File: config.mk
export PLATFORM = sky130hd
export DESIGN_NAME = frog_game_top
export DESIGN_NICKNAME = d
export VERILOG_FILES = /design/src/game_pkg.sv /design/src/pattern_pkg.sv /design/src/frog_position.sv /design/src/lane_scroller.sv /design/src/game_fsm.sv /design/src/matrix_compositor.sv /design/src/matrix_scanner.sv /design/src/frog_game_top.sv
export SDC_FILE = /design/constraint.sdc
export NUM_CORES = 1
export LEC_CHECK = 0
export BUFFER_PORTS_ARGS = -buffer_cell sky130_fd_sc_hd__buf_2
export CORE_MARGIN = 4
export CORE_UTILIZATION = 30
export DETAILED_ROUTE_END_ITERATION = 7
export GPL_TIMING_DRIVEN = 0
export PLACE_DENSITY = 0.46
export SYNTH_ARGS = -nofsm -noshare
export SYNTH_HDL_FRONTEND = slang
export SYNTH_HIERARCHICAL = 1
export SYNTH_SLANG_ARGS = --single-unit
File: constraint.sdc
create_clock -name clock_50 -period 4.61 [get_ports clock_50]
set_input_delay 0.2305 -clock clock_50 [delete_from_list [all_inputs] [get_ports clock_50]]
set_output_delay 0.2305 -clock clock_50 [all_outputs]
set_load 0.05 [all_outputs]
File: src/game_pkg.sv
//==================================================
// Game package: matrix geometry, game states,
// move opcodes and frog start and goal cells
//==================================================
package game_pkg;

	// Square LED matrix
	localparam int matrix_size = 8;

	// Row or column index
	typedef logic [2:0] row_t;

	// Whole matrix, row 0 at the bottom, bit c is column c
	typedef logic [matrix_size-1:0][matrix_size-1:0] frame_t;

	typedef logic [1:0] level_t;

	typedef enum logic [2:0] {
		game_idle = 3'd0,
		game_play = 3'd1,
		game_lost = 3'd2,
		game_next = 3'd3,
		game_won  = 3'd4
	} game_state_t;

	typedef enum logic [2:0] {
		move_none  = 3'd0,
		move_up    = 3'd1,
		move_down  = 3'd2,
		move_left  = 3'd3,
		move_right = 3'd4
	} move_t;

	// Frog enters on the bottom row, middle column
	localparam row_t start_row = 3'd0;
	localparam row_t start_col = 3'd4;
	localparam row_t goal_row  = 3'd7;

endpackage

File: src/pattern_pkg.sv
//==================================================
// Pattern package: lane images per level and the
// fixed lose, next-level and won screens
//==================================================
package pattern_pkg;

	localparam int level_count = 4;

	// Rows listed top (row 7) down to bottom (row 0)
	localparam game_pkg::frame_t level_lanes [level_count] = '{
		{8'b11011011, 8'b00000000, 8'b10001000, 8'b00100100,
		 8'b00000000, 8'b11001100, 8'b00000000, 8'b00000000},
		{8'b10011001, 8'b01000100, 8'b00000000, 8'b10000010,
		 8'b00010000, 8'b11100110, 8'b00000000, 8'b00000000},
		{8'b01011001, 8'b10110010, 8'b10000001, 8'b01100101,
		 8'b00000000, 8'b11001100, 8'b00100000, 8'b00000000},
		{8'b10011011, 8'b01110001, 8'b00001100, 8'b01100100,
		 8'b00000101, 8'b11001100, 8'b00000010, 8'b00000000}
	};

	//==================================================
	// Fixed screens
	//==================================================

	// Crossed eyes over a frown
	localparam game_pkg::frame_t screen_lose = {
		8'b10011001,
		8'b01100110,
		8'b01100110,
		8'b10011001,
		8'b00000000,
		8'b00111100,
		8'b01000010,
		8'b01000010
	};

	// Arrow toward the next level
	localparam game_pkg::frame_t screen_next = {
		8'b00001000,
		8'b00000100,
		8'b00000010,
		8'b11111111,
		8'b11111111,
		8'b00000010,
		8'b00000100,
		8'b00001000
	};

	localparam game_pkg::frame_t screen_won = {
		8'b00000000,
		8'b01100110,
		8'b01100110,
		8'b00000000,
		8'b01111110,
		8'b01111110,
		8'b00000000,
		8'b00000000
	};

endpackage

File: src/frog_position.sv
//==================================================
// Frog position: row and column register stepped
// by the move buttons during play
//==================================================
`timescale 1ns/1ps

module frog_position (
	input  logic                 clock_50,
	input  logic                 rst,
	input  logic                 load,
	input  logic                 up,
	input  logic                 down,
	input  logic                 left,
	input  logic                 right,
	input  game_pkg::game_state_t state,
	output game_pkg::row_t       frog_row,
	output game_pkg::row_t       frog_col,
	output logic                 at_goal
);

	localparam game_pkg::row_t top_row = game_pkg::row_t'(game_pkg::matrix_size - 1);

	game_pkg::move_t move;

	// Button decode, up has highest priority
	always_comb begin
		move = game_pkg::move_none;
		if (state == game_pkg::game_play) begin
			if (up)
				move = game_pkg::move_up;
			else if (down)
				move = game_pkg::move_down;
			else if (left)
				move = game_pkg::move_left;
			else if (right)
				move = game_pkg::move_right;
		end
	end

	always_ff @(posedge clock_50) begin
		if (rst || load) begin
			frog_row <= game_pkg::start_row;
			frog_col <= game_pkg::start_col;
		end else begin
			case (move)
				game_pkg::move_up:
					if (frog_row != top_row)
						frog_row <= frog_row + 3'd1;
				game_pkg::move_down:
					if (frog_row != 3'd0)
						frog_row <= frog_row - 3'd1;
				// Column wraps around in both directions
				game_pkg::move_left:  frog_col <= frog_col + 3'd1;
				game_pkg::move_right: frog_col <= frog_col - 3'd1;
				default: ;
			endcase
		end
	end

	assign at_goal = (frog_row == game_pkg::goal_row);

endmodule

File: src/lane_scroller.sv
//==================================================
// Lane scroller: obstacle rows loaded per level and
// rotated one column on every prescaler tick
//==================================================
`timescale 1ns/1ps

module lane_scroller #(
	parameter int tick_period = 2_000_000
) (
	input  logic                  clock_50,
	input  logic                  rst,
	input  logic                  load,
	input  game_pkg::level_t      load_level,
	input  game_pkg::game_state_t state,
	output game_pkg::frame_t      lanes
);

	localparam int cnt_w = (tick_period > 1) ? $clog2(tick_period) : 1;
	localparam logic [cnt_w-1:0] tick_last = cnt_w'(tick_period - 1);

	logic [cnt_w-1:0] tick_cnt;
	logic             tick;

	assign tick = (tick_cnt == tick_last);

	//==================================================
	// Prescaler, counts only during play
	//==================================================
	always_ff @(posedge clock_50) begin
		if (rst || load)
			tick_cnt <= '0;
		else if (state == game_pkg::game_play) begin
			if (tick)
				tick_cnt <= '0;
			else
				tick_cnt <= tick_cnt + 1'b1;
		end
	end

	//==================================================
	// Lane registers
	//==================================================
	always_ff @(posedge clock_50) begin
		if (rst)
			lanes <= '0;
		else if (load)
			lanes <= pattern_pkg::level_lanes[load_level];
		else if (state == game_pkg::game_play && tick) begin
			// Rotate left, bit 7 wraps into bit 0
			for (int r = 0; r < game_pkg::matrix_size; r++)
				lanes[r] <= {lanes[r][6:0], lanes[r][7]};
		end
	end

endmodule

File: src/game_fsm.sv
//==================================================
// Game FSM: idle, play and end screens, with the
// level counter advanced on each crossing
//==================================================
`timescale 1ns/1ps

module game_fsm (
	input  logic                  clock_50,
	input  logic                  rst,
	input  logic                  start,
	input  logic                  hit,
	input  logic                  at_goal,
	output game_pkg::game_state_t state,
	output game_pkg::level_t      level,
	output logic                  load,
	output game_pkg::level_t      load_level
);

	localparam game_pkg::level_t last_level =
		game_pkg::level_t'(pattern_pkg::level_count - 1);

	game_pkg::game_state_t state_next;
	game_pkg::level_t      level_next;

	// Start is taken in every state but play
	assign load = start && (state != game_pkg::game_play);

	// Resume the reached level only after a next-level screen
	assign load_level = (state == game_pkg::game_next) ? level : 2'd0;

	//==================================================
	// Next state
	//==================================================
	always_comb begin
		state_next = state;
		level_next = level;
		if (load) begin
			state_next = game_pkg::game_play;
			level_next = load_level;
		end else if (state == game_pkg::game_play) begin
			// Collision wins over reaching the goal
			if (hit)
				state_next = game_pkg::game_lost;
			else if (at_goal) begin
				if (level == last_level)
					state_next = game_pkg::game_won;
				else begin
					state_next = game_pkg::game_next;
					level_next = level + 2'd1;
				end
			end
		end
	end

	always_ff @(posedge clock_50) begin
		if (rst) begin
			state <= game_pkg::game_idle;
			level <= 2'd0;
		end else begin
			state <= state_next;
			level <= level_next;
		end
	end

endmodule

File: src/matrix_compositor.sv
//==================================================
// Matrix compositor: frog overlay, collision check
// and the frame picked for each game state
//==================================================
`timescale 1ns/1ps

module matrix_compositor (
	input  game_pkg::game_state_t state,
	input  game_pkg::frame_t      lanes,
	input  game_pkg::row_t        frog_row,
	input  game_pkg::row_t        frog_col,
	output game_pkg::frame_t      frame,
	output logic                  hit
);

	game_pkg::frame_t overlay;

	// Single lit cell at the frog
	always_comb begin
		overlay = '0;
		overlay[frog_row][frog_col] = 1'b1;
	end

	assign hit = |(overlay & lanes);

	always_comb begin
		case (state)
			game_pkg::game_play: frame = lanes | overlay;
			game_pkg::game_lost: frame = pattern_pkg::screen_lose;
			game_pkg::game_next: frame = pattern_pkg::screen_next;
			game_pkg::game_won:  frame = pattern_pkg::screen_won;
			default:             frame = '0;
		endcase
	end

endmodule

File: src/matrix_scanner.sv
//==================================================
// Matrix scanner: one column address and its eight
// bits per clock toward the matrix driver
//==================================================
`timescale 1ns/1ps

module matrix_scanner (
	input  logic             clock_50,
	input  logic             rst,
	input  game_pkg::frame_t frame,
	output game_pkg::row_t   disp_addr,
	output logic [7:0]       disp_data
);

	game_pkg::row_t next_addr;
	game_pkg::row_t col_sel;
	logic [7:0]     column;

	assign next_addr = disp_addr + 3'd1;
	assign col_sel   = 3'd7 - next_addr;

	// Address 0 is column 7, data bit 7 is the bottom row
	always_comb begin
		for (int k = 0; k < 8; k++)
			column[k] = frame[7-k][col_sel];
	end

	always_ff @(posedge clock_50) begin
		if (rst) begin
			disp_addr <= 3'd0;
			disp_data <= 8'd0;
		end else begin
			disp_addr <= next_addr;
			disp_data <= column;
		end
	end

endmodule

File: src/frog_game_top.sv
//==================================================
// Frog lane-crossing game on an 8x8 LED matrix
//==================================================
`timescale 1ns/1ps

module frog_game_top #(
	parameter int tick_period = 2_000_000
) (
	input  logic                  clock_50,
	input  logic                  rst,
	input  logic                  start,
	input  logic                  up,
	input  logic                  down,
	input  logic                  left,
	input  logic                  right,
	output game_pkg::row_t        disp_addr,
	output logic [7:0]            disp_data,
	output game_pkg::game_state_t game_state,
	output game_pkg::level_t      level
);

	logic             load;
	game_pkg::level_t load_level;
	game_pkg::row_t   frog_row;
	game_pkg::row_t   frog_col;
	logic             at_goal;
	game_pkg::frame_t lanes;
	game_pkg::frame_t frame;
	logic             hit;

	game_fsm game_fsm_i (
		.clock_50   (clock_50),
		.rst        (rst),
		.start      (start),
		.hit        (hit),
		.at_goal    (at_goal),
		.state      (game_state),
		.level      (level),
		.load       (load),
		.load_level (load_level)
	);

	frog_position frog_position_i (
		.clock_50 (clock_50),
		.rst      (rst),
		.load     (load),
		.up       (up),
		.down     (down),
		.left     (left),
		.right    (right),
		.state    (game_state),
		.frog_row (frog_row),
		.frog_col (frog_col),
		.at_goal  (at_goal)
	);

	lane_scroller #(.tick_period(tick_period)) lane_scroller_i (
		.clock_50   (clock_50),
		.rst        (rst),
		.load       (load),
		.load_level (load_level),
		.state      (game_state),
		.lanes      (lanes)
	);

	matrix_compositor matrix_compositor_i (
		.state    (game_state),
		.lanes    (lanes),
		.frog_row (frog_row),
		.frog_col (frog_col),
		.frame    (frame),
		.hit      (hit)
	);

	matrix_scanner matrix_scanner_i (
		.clock_50  (clock_50),
		.rst       (rst),
		.frame     (frame),
		.disp_addr (disp_addr),
		.disp_data (disp_data)
	);

endmodule

# Word-level counts from Yosys, hierarchy flattened
# Cells that the tools add are included.
# word_totals
reg_bits	107
elab_cells	116
inputBits	7
out_inout_bits	16
# classes
n_eq_ne	17
reduce_logical	19
magnitude_cmp	6
muxes	47
add_sub_neg	8
bitwise_logic	3
# op_table
cell	count
2-to-1 mux 64 bit	4
one-hot mux 64 bit (4 select lines)	1
binary-select mux 64 bit (select 2 bit)	1
bitwise AND 64 bit	1
OR 64 bit	1
OR reduction 64 bit	1
2-to-1 mux 3 bit	10
binary-select mux 1 bit (select 3 bit)	8
demux 8 bit (select 3 bit)	1
adder 21 x 1 -> 21 bit, second input constant	1
== test 21 bit, second input constant	1
2-to-1 mux 21 bit	1
== test 3 x 2 -> 1 bit, second input constant	4
< comparator 3 x 4 -> 1 bit, second input constant	3
2-to-1 mux 2 bit	6
one-hot mux 3 bit (2 select lines)	2
nonzero test 2 bit	6
2-to-1 mux 1 bit	11
adder 3 x 1 -> 3 bit, second input constant	3
== test 3 bit, second input constant	3
2-to-1 mux 8 bit	1
inequality test 2 x 1 -> 1 bit, second input constant	4
== test 3 x 1 -> 1 bit, second input constant	2
greater-or-equal comparator 3 x 1 -> 1 bit, second input constant	2
other kinds (16)	22

# Logic depth before layout (Yosys ltp)
# Gate-level depths: netlist of run 1.
# logic_depth
depth_word	11
ltp_mapped	11
ltp_nobuf	9

# Cells and area by module
# Netlist of run 1, hierarchy kept.
# by_module_without_submodules
module	seq_area_each_um2	cells_each	instances	area_each_um2
lane_scroller	1701.6	450	1	3838.7
matrix_compositor	0.0	306	1	1669.1
matrix_scanner	220.2	100	1	909.6
frog_position	120.1	42	1	421.7
game_fsm	100.1	32	1	290.3

# Worst setup path before layout of run 1
# Ideal clock, no wire load.
# synth_timing
kind	reg2reg
from	reg game_fsm_i.state[0]
to	reg frog_position_i.frog_col[2]
required_time_ns	4.495
n_path_buf	0
stages_incl_launch_ff	8
setup_slack_ns	2.052
period_less_slack_ns	2.558
arrival_time_ns	2.443
setup_ns	0.115
cell_sequence	dfxtp_1 nor3b_4 nand4b_1 fa_1 nand2b_1 a2111oi_4 xnor2_1 nand2_1
# synth_via
elab_chain_cells	4
elab_cells_between_ends	9
classes_between	eq/ne: 4; mux: 2; reduce/logical: 3
# synth_lines
element	line	rtl
start: declaration	game_fsm.sv:13	output game_pkg::game_state_t state,
start signal: assignment	game_fsm.sv:57	state <= game_pkg::game_idle;
start signal: assignment	game_fsm.sv:60	state <= state_next;
== test 3 x 1 -> 1 bit	frog_position.sv:28	if (state == game_pkg::game_play) begin
2-to-1 mux 3 bit	frog_position.sv:28	
== test 3 bit / == test 3 x 2 -> 1 bit (equally long branches)	frog_position.sv:45	case (move)
one-hot mux 3 bit (2 select lines) / nonzero test 2 bit (equally long branches)	--	
end signal: assignment	frog_position.sv:43	frog_col <= game_pkg::start_col;
end signal: assignment	frog_position.sv:53	game_pkg::move_left: frog_col <= frog_col + 3'd1;
end signal: assignment	frog_position.sv:54	game_pkg::move_right: frog_col <= frog_col - 3'd1;
end: declaration	frog_position.sv:17	output game_pkg::row_t frog_col,
# Parallel ways exist; a longest one is shown, timed or not.
# A chain may end at the register's enable or synchronous reset.

# Worst setup path in the final report of run 1
# layout_timing
from	reg frog_position_i.frog_row[1]
to	reg game_fsm_i.level[1]
# layout_via
elab_chain_cells	8
elab_cells_between_ends	11
classes_between	order compare: 2; eq/ne: 2; mux: 2; bitwise: 1; reduce/logical: 4
# layout_lines
element	line	rtl
start: declaration	frog_position.sv:16	output game_pkg::row_t frog_row,
start signal: assignment	frog_position.sv:42	frog_row <= game_pkg::start_row;
start signal: assignment	frog_position.sv:48	frog_row <= frog_row + 3'd1;
start signal: assignment	frog_position.sv:51	frog_row <= frog_row - 3'd1;
< comparator 3 x 4 -> 1 bit (not written as such) / greater-or-equal comparator 3 x 1 -> 1 bit (equally long branches)	matrix_compositor.sv:21	overlay[frog_row][frog_col] = 1'b1;
logical AND 1 bit (not written as such)	matrix_compositor.sv:21	
2-to-1 mux 8 bit (not written as such)	matrix_compositor.sv:21	
demux 8 bit (select 3 bit) (*)	--	
bitwise AND 64 bit (*)	matrix_compositor.sv:24	assign hit = |(overlay & lanes);
OR reduction 64 bit (*)	matrix_compositor.sv:24	
named net hit	frog_game_top.sv:29	logic hit;
inequality test 2 x 1 -> 1 bit (no line) (*)	--	
AND reduction 4 bit (no line) (*)	--	
end signal: assignment	game_fsm.sv:61	level <= level_next;
end: declaration	game_fsm.sv:14	output game_pkg::level_t level,
# The timed path passes the listed nets; every way through them passes the cells marked *.

==> run summary, run 1 <==
Along the worst path, the maximum fanout reaches 10. The distinct cell type count after synthesis is 76. The number of detailed-route iterations in the first pass came out at 6. The combinational power share is 14.7%. After clock tree synthesis, the clock-pin slew on the worst setup and hold paths is 0.08 ns. In this run, placement finished with an instance count of 1271. The post-DP HPWL came out at 20200 um. Buffers placed on the I/O ports in this run total 22. The fmax came out at 0.323 GHz. The number of core rows is 56. The compound-cell area share of the yosys netlist is 28.6%. Of the total power, the share spent switching nets is 30.4%. The worst voltage drop across the vdd grid is 179 uV. The final worst-path setup slack came out at 1.51 ns. The global routing usage on met1 came out at 26.7%. The layer with the highest usage is met2. The power density over cell area is 275 mW/mm^2. The startpoint class of the critical path is a register. The power spent charging and discharging nets is 0.668 mW. The maximum level of the CTS H-tree is 3. The run finished with clean final reports. The number of buffers inserted by hold repair at cts is 0. After synthesis, the largest family of logic cells by area is compound AO/OA/AOI/OAI gates. For this run, global-route usage on met3 was measured as 3.22%.

In this run the critical register-to-register path is captured at game_fsm_i/level[1]$_SDFFE_PP0P_. The number of endpoints failing setup at the final stage came out at 0. The biggest area contributor in the post-synthesis netlist is sky130_fd_sc_hd__dfxtp_1. The slowest stage of the critical path is the sky130_fd_sc_hd__dfxtp_1 cell.

The longest clock path from root to sink contains 2 buffers. The netlist area before placement is 0.00713 sq mm. The pre-CTS setup slack is 1.61 ns. After global routing the overflow that remains totals 0. The setup path with the least slack is of type reg2reg. The critical path data required time is 4.85 ns.

The delay contributed by the slowest stage of the critical path came out at 0.63 ns. The worst hold path terminates at game_fsm_i/state[0]$_SDFFE_PP0P_. The met2 routing resource usage after global routing is 32.2%. The post-CTS setup repair buffer count came out at 0. The number of clock sinks seen by CTS came out at 107. Entering global routing, the biggest net connects 21 pins. The layout-stage area growth over the synthesis result came out at 11.8%.

The final hold violation count came to 0. In this run, the number of DRC markers left after iteration 0 of detailed routing was 544. The average detailed-routed wire length per instance came out at 20.4 um. The worst setup path is captured at a register.

The number of buffers created by CTS is 9. The footprint of the flip-flops and latches came out at 0.00214 sq mm. The number of nets at the end of the flow came out at 980. The routed layout has 7276 vias.

The first global-routing pass estimated 41700 um of wire. The total wirelength of the detailed-routed design came out at 26300 um. The share of total power in sequential cells came out at 45.8%. The tightest hold path in the finished design has a slack of 0.152 ns. The cell count after synthesis came out at 930. The internal power is 1.53 mW. The leakage component of the power came out at 2.64 nW.

Cells fill 34.1% of the core in the end. From bottom edge to top edge, the die measures 162 um. Once layout is complete, the cells apart from fillers number 1287. The simple logic cell fraction of the synthesized area is 23.2%.

Synthesis inferred 107 register bits. The count of buffering cells on the critical path with inverters included came out at 1. The net count of the mapped netlist came out at 947.

The register-to-register setup slack came out at 1.51 ns. TritonCTS built the clock tree. The die outline area came out at 0.0263 sq mm. Using the TritonRoute via totals, the vias-per-cell ratio works out to 5.65. Among cell families on the critical path, the largest total delay comes from simple AND/OR/NAND/NOR gates. The startpoint of the worst hold path is start. The critical path depth in cells is 9. The depth of the most critical reg-to-reg path came out at 9.

The sum of negative setup slack is 0 ns. The overall die width came out at 162 um. The mean cell area of the mapped netlist came out at 7.67 sq um. The footprint of the multi-input gates came out at 0.00450 sq mm. The total placed instance area is 0.00764 sq mm.

The adder-cell area share of the yosys netlist is 1.97%. The async set-or-reset flop fraction in the synthesized netlist came out at 0%. The global routing usage summed across all routing layers came out at 20.1%. The proportion of synthesized chip area in sequential cells is 30.0%.

Setup repair after global routing left no endpoint under its margin. The total power consumption of the routed design came out at 2.20 mW. In this run the worst hold path is classified as in2reg. The initial antenna violation count came to 1. The clock group share of total power came out at 39.5%. The starting density of the core is 30.5%.

The count of max-cap constraint violations came out at 0. The count of nets left with antenna violations after detail routing came out at 0. For this run, the leading register cell type out of synthesis is sky130_fd_sc_hd__dfxtp_1. The insertion delay to the later sink of the worst-skew pair is 0.37 ns. Ranked by total cell area, the synthesized netlist is headed by sky130_fd_sc_hd__dfxtp_1 (30%), sky130_fd_sc_hd__a21oi_1 (8.8%), sky130_fd_sc_hd__o21ai_0 (6.8%). Between clock sinks in the finished design, the worst skew comes to 0.0156 ns.

The congestion estimate from routability-driven global placement came to 0.951. The cell sitting at the root of the clock tree is a sky130_fd_sc_hd__clkbuf_16. Counting instances, the worst hold path has a depth of 3. For the pin with the worst max-slew slack, the measured transition is 0.894 ns. For the worst setup path, the data arrival time is 3.34 ns.

The fraction of layout cells with a size suffix above 1 is 10.2%. The count of synthesis-stage warnings from yosys is 6. The final cell area excluding filler cells came out at 0.00797 sq mm.

In this run, synthesis inferred 0 flip-flops with an integrated enable. The post-cts gate resize count came out at 0. The number of antenna repair diodes came out at 0. The mux share of post-synthesis cell area came out at 6.91%. The area share of the largest cell type after synthesis came out at 30.0%. The xor/xnor share of the synthesized area came out at 2.42%.

The worst pin sits at a relative slew slack of 39.9%. After layout, the worst path uses 67.2% of the clock period. The area inside the core boundary is 0.0234 sq mm. The count of fill cells added during filler insertion is 2624.

The total count of max-transition violations in the final report is 0. The startpoint identified for the worst register-to-register timing path is frog_position_i/frog_row[1]$_SDFFE_PP0P_. The I/O pin total came out at 23. After detailed routing, the number of remaining DRC violations is 0. The clock period minus worst slack is 3.10 ns.

The signal on the critical path passes through nor2b_1, and2_1, buf_2, and3_1, a2111oi_0, nand4_1, nor4b_4, a221o_1, a21oi_1. The via count of the first global-routing pass came out at 7192.
[registers in the layout, indices dropped and copies added, names as in the netlist]
register	flops
game_fsm_i/state	3
matrix_scanner_i/disp_addr	3
game_fsm_i/level	2
frog_position_i/frog_row	3
frog_position_i/frog_col	3
lane_scroller_i/lanes	64
lane_scroller_i/tick_cnt	21
matrix_scanner_i/disp_data	8
[worst max path at each step]
stage	startpoint	to	slack, ns
floorplan	game_fsm_i/state[0]$_SDFFE_PP0P_	frog_position_i/frog_col[2]$_SDFFE_PP1P_	2.05
global placement	game_fsm_i/state[2]$_SDFFE_PP0P_	lane_scroller_i/tick_cnt[7]$_SDFFE_PP0N_	1.59
detailed placement	game_fsm_i/state[2]$_SDFFE_PP0P_	lane_scroller_i/tick_cnt[8]$_SDFFE_PP0N_	1.61
CTS	frog_position_i/frog_row[1]$_SDFFE_PP0P_	game_fsm_i/level[1]$_SDFFE_PP0P_	1.60
global route	game_fsm_i/state[2]$_SDFFE_PP0P_	lane_scroller_i/tick_cnt[9]$_SDFFE_PP0N_	1.33
finish	frog_position_i/frog_row[1]$_SDFFE_PP0P_	game_fsm_i/level[1]$_SDFFE_PP0P_	1.51
[kinds of logic after synthesis]
logic type,after synthesis
XOR/XNOR,18
multiplexers,47
flip-flops,107
AO/OA/AOI/OAI,333
adder cells (fa/ha/maj),10
buffers and inverters,108
AND/OR/NAND/NOR,307
[worst reg2reg max path, delay by kind of cell, from the launching register on]
family | cells | cell delay (ns)
simple gates | 5 | 1.47
compound gates | 3 | 0.69
flops | 1 | 0.63
buf+inv | 1 | 0.18
[cells in the mapped netlist, types with 16 or more instances]
cell / n
sky130_fd_sc_hd__o21ai_0: 97
sky130_fd_sc_hd__mux2i_1: 41
sky130_fd_sc_hd__buf_2: 26
sky130_fd_sc_hd__nand4_1: 35
sky130_fd_sc_hd__a41oi_1: 34
sky130_fd_sc_hd__a211oi_1: 16
sky130_fd_sc_hd__nand2_1: 23
sky130_fd_sc_hd__clkbuf_1: 53
sky130_fd_sc_hd__inv_1: 18
sky130_fd_sc_hd__a21oi_1: 126
sky130_fd_sc_hd__nor2_1: 113
sky130_fd_sc_hd__nand3_1: 36
sky130_fd_sc_hd__dfxtp_1: 107
[routing by layer]
metal	part of all wire, %	vias up
met5	0.10	-
met4	4.4	4
met3	4.5	76
met2	45	228
met1	46	3422
li1	-	3546
[cell usage in the layout (no fill, tap or decap), drive strengths merged, types with 12 or more instances in the layout]
master  instances
nand4          36
a211oi         16
nor2          113
nand3          37
buf            59
inv            20
nand2          23
clkbuf         63
o21ai          99
xnor2          12
mux2i          41
dfxtp         107
a41oi          34
a21oi         126
[power groups by stage]
stage	clock, mW	combinational [mW]	sequential, mW
6_report	0.866	0.324	1.01
5_1_grt	0.926	0.355	1.01
4_1_cts	0.892	0.323	1.00
3_5_place_dp	0	0.322	1.03
3_3_place_gp	0	0.325	1.03
2_1_floorplan	0	0.209	1.04
[cell type report]
class	instances	area share, %
Buffer	90	5.26
Clock buffer	10	3.00
Clock inverter	6	1.16
Inverter	18	0.848
Multi-Input combinational cell	715	56.5
Sequential cell	107	26.9
Tap cell	319	5.01
Timing Repair Buffer	22	1.38
No activity file was read; power rests on OpenSTA's default activity.
==> run 2, diff against run 1 <==
==> constraint.sdc (replaced) <==
create_clock -name clock_50 -period 2.87 [get_ports clock_50]
set_input_delay 0.1435 -clock clock_50 [delete_from_list [all_inputs] [get_ports clock_50]]
set_output_delay 0.1435 -clock clock_50 [all_outputs]
set_load 0.05 [all_outputs]
==> run 2 against run 1 <==
Global-route usage barely moved; sequential power rose by 59%; fmax increased by 11%; register-to-register slack worse by 1.4 ns; worst hold slack lost 0.098 ns; utilization grew 0.28 points; sequential share of layout area about the same; clock skew decreased by 0.0037 ns; clock-buffer cell count did not move; critical endpoint unchanged; largest cell class unchanged; largest power group unchanged.
==> run summary, run 2 (synthesis results as in run 1) <==
The root cell of the clock tree is sky130_fd_sc_hd__clkbuf_16. The insertion delay to the later sink of the worst-skew pair came out at 0.37 ns (about the same). The number of antenna repair diodes is 0 (unchanged).

The remaining global-route overflow is 0 (unchanged). The starting density of the core is 30.5% (unchanged). The number of core rows is 56 (unchanged). The count of buffers inserted at the top-level ports is 22 (unchanged). The DRC violation count after routing is 0 (unchanged).

The total wirelength of the detailed-routed design is 26400 um (+0.53%). The final critical-path share of the clock period is 97.7% (+30 points). The clock period minus worst slack is 2.80 ns (-0.297 ns). The startpoint class of the critical path is a register. The count of nets left with antenna violations after detail routing came out at 0 (unchanged). The clock slew at the register clock pins of the worst setup and hold paths is 0.08 ns (about the same). The average detailed-routed wire length per instance is 20.5 um (+0.45%). The actual transition at the worst max-transition pin came out at 0.925 ns (+0.0312 ns). The clock group share of total power is 39.5% (about the same). The count of fill cells added during filler insertion is 2614 (-0.38%).

The area inside the core boundary is 0.0234 sq mm (unchanged). The detailed-route via count came out at 7292 (+0.22%). The run finished with clean final reports. The via count of the first global-routing pass is 7195 (+0.042%). Traced cell by cell, the critical path runs through buf_6, buf_6, mux2i_1, o21ai_0, a22o_1, a222oi_1, nand4_1, buf_4, nor4b_4, a221o_1, a21oi_1.

The footprint of the flip-flops and latches came out at 0.00216 sq mm (+0.88%). The number of detailed-route iterations in the first pass is 6 (unchanged). The internal power is 2.45 mW (+61%). The number of nets at the end of the flow was 981 (+0.10%).

The number of buffers created by CTS is 9 (unchanged). The layout-stage area growth over the synthesis result is 12.7%. The overall die width is 162 um (unchanged). The setup skew after layout came to 0.0120 ns (-0.00366 ns). The fmax is 0.357 GHz (+11%). The register-to-register setup slack is 0.07 ns (-1.44 ns). The I/O pin total came out at 23 (unchanged).

The most used cell along the critical path is sky130_fd_sc_hd__buf_6. The leakage component of the power is 2.65 nW (+0.65%). The tightest min-delay check is of the in2reg type.

The combinational power share is 14.8% (about the same). The flip-flop count of the largest register after layout came out at 64 (unchanged). The power spent charging and discharging nets came to 1.08 mW (+61%). The top fanout value on the critical path is 10 (unchanged). The critical path data required time is 3.11 ns (-1.74 ns). The count of routing violations after the opening detailed-route iteration was 567 (+4.2%). The final instance count without filler cells is 1288 (+0.078%).

The final worst-path setup slack came out at 0.0669 ns (-1.44 ns). The final cell area excluding filler cells is 0.00804 sq mm (+0.82%). The final hold slack came out at 0.0537 ns (-0.0981 ns). The largest registers in the layout are lane_scroller_i/lanes x64, lane_scroller_i/tick_cnt x21, matrix_scanner_i/disp_data x8.

The pre-CTS setup slack is -0.128 ns (-1.74 ns). On the critical path, the stage with the largest delay is an instance of sky130_fd_sc_hd__a222oi_1. The routed via count divided by cell count came out at 5.66 (+0.14%).

The library cell used most frequently in the layout, excluding fill and tap cells, is sky130_fd_sc_hd__a21oi_1. The number of endpoints failing setup at the final stage is 0 (unchanged). The total power consumption of the routed design came out at 3.53 mW (+61%).

The maximum number of buffers from clock root to sink is 2 (unchanged). The routability congestion estimate from global placement is 0.951 (unchanged). The power density over cell area came out at 439 mW/mm^2 (+59%). The cell total after placement is 1271 (unchanged). The total placed instance area is 0.00764 sq mm (unchanged). The global routing usage summed across all routing layers came to 20.1% (about the same). The wire length of the first global-routing pass is 41800 um (about the same).

The data arrival time of the critical path came to 3.04 ns (-0.30 ns). The number of clock sinks seen by CTS was 107 (unchanged). The total count of max-transition violations in the final report came out at 0 (unchanged).

The delay contributed by the slowest stage of the critical path is 0.45 ns (-0.18 ns). The worst voltage drop across the vdd grid is 283 uV (+58%). The die outline area is 0.0263 sq mm (unchanged). The final hold violation count is 0 (unchanged).

The start-to-end type of the worst setup path is reg2reg. The height of the chip is 162 um (unchanged). The maximum number of pins on one net before global-route repair is 21 (unchanged). The count of max-cap constraint violations is 0 (unchanged). Ranked by flip-flop count, first place goes to lane_scroller_i/lanes. The maximum level of the CTS H-tree came out at 3 (unchanged). The post-DP HPWL is 20200 um (unchanged). The share of total power in sequential cells is 45.8% (about the same). The fraction of layout cells with a size suffix above 1 came to 11.8% (+1.5 points). The clock tree from TritonCTS is yes.

The footprint of the multi-input gates was 0.00452 sq mm (+0.53%). The initial antenna violation count is 1 (unchanged). The tightest slew margin relative to the limit is 37.8% (-2.1 points). The switching part of the total came to 30.5% (+0.062 points). In the layout the commonest cells are sky130_fd_sc_hd__a21oi_1 (126), sky130_fd_sc_hd__nor2_1 (112), sky130_fd_sc_hd__dfxtp_1 (98), sky130_fd_sc_hd__o21ai_0 (97), sky130_fd_sc_hd__clkbuf_1 (52). STA classifies the critical path endpoint as a register.
run 2: metal layers:
metal | up-vias | share of wire [%] | global-route usage, %
met5 | - | 0.10 | 0
met4 | 4 | 4.1 | 9.11
met3 | 77 | 5.3 | 3.22
met2 | 228 | 45 | 32.3
met1 | 3440 | 45 | 26.7
li1 | 3543 | - | -
run 2: worst max-delay path: cells and delay by family (launching register included):
family	cells	cell delay (ns)
buffers and inverters	3	0.54
multiplexers	1	0.19
flip-flops	1	0.37
AO/OA/AOI/OAI	5	1.05
AND/OR/NAND/NOR	2	0.52
run 2: final cells by class:
type                       count  share of cell area (%)
inverter                      18                   0.841
buffer                        89                    5.31
sequential                   107                    26.9
multi-input combinational    715                    56.3
clock buffer                  10                    2.97
clock inverter                 6                    1.15
timing repair buffer          24                    1.56
tap                          319                    4.97
run 2: metrics by stage:
step	TNS, ns	utilization [%]
after floorplan	0	-
after global placement	-1.90	32.6
after detailed placement	-1.75	32.6
after CTS	0	34.1
after global routing	-0.0148	34.3
final	0	34.3
run 2: final timing paths:
check                                       startpoint                                   endpoint  cells past startpoint
min                                              start           game_fsm_i/state[0]$_SDFFE_PP0P_                      3
min reg2reg  lane_scroller_i/tick_cnt[20]$_SDFFE_PP0N_  lane_scroller_i/tick_cnt[20]$_SDFFE_PP0N_                      2
max reg2reg   frog_position_i/frog_col[0]$_SDFFE_PP0P_           game_fsm_i/level[1]$_SDFFE_PP0P_                     11
max           frog_position_i/frog_col[0]$_SDFFE_PP0P_           game_fsm_i/level[1]$_SDFFE_PP0P_                     11
run 2: repair_timing:
action / CTS / global route
gates resized for setup: 3 / 19
setup endpoints to repair: 25 / 57
hold buffers: 0 / 0
pin swaps: 1 / 3
buffers inserted: 2 / 0
run 2: power groups by stage:
stage | logic, mW | registers [mW] | clock network (mW)
finish | 0.521 | 1.61 | 1.39
global route | 0.572 | 1.62 | 1.49
CTS | 0.520 | 1.61 | 1.43
detailed placement | 0.518 | 1.65 | 0
global placement | 0.522 | 1.65 | 0
floorplan | 0.336 | 1.67 | 0
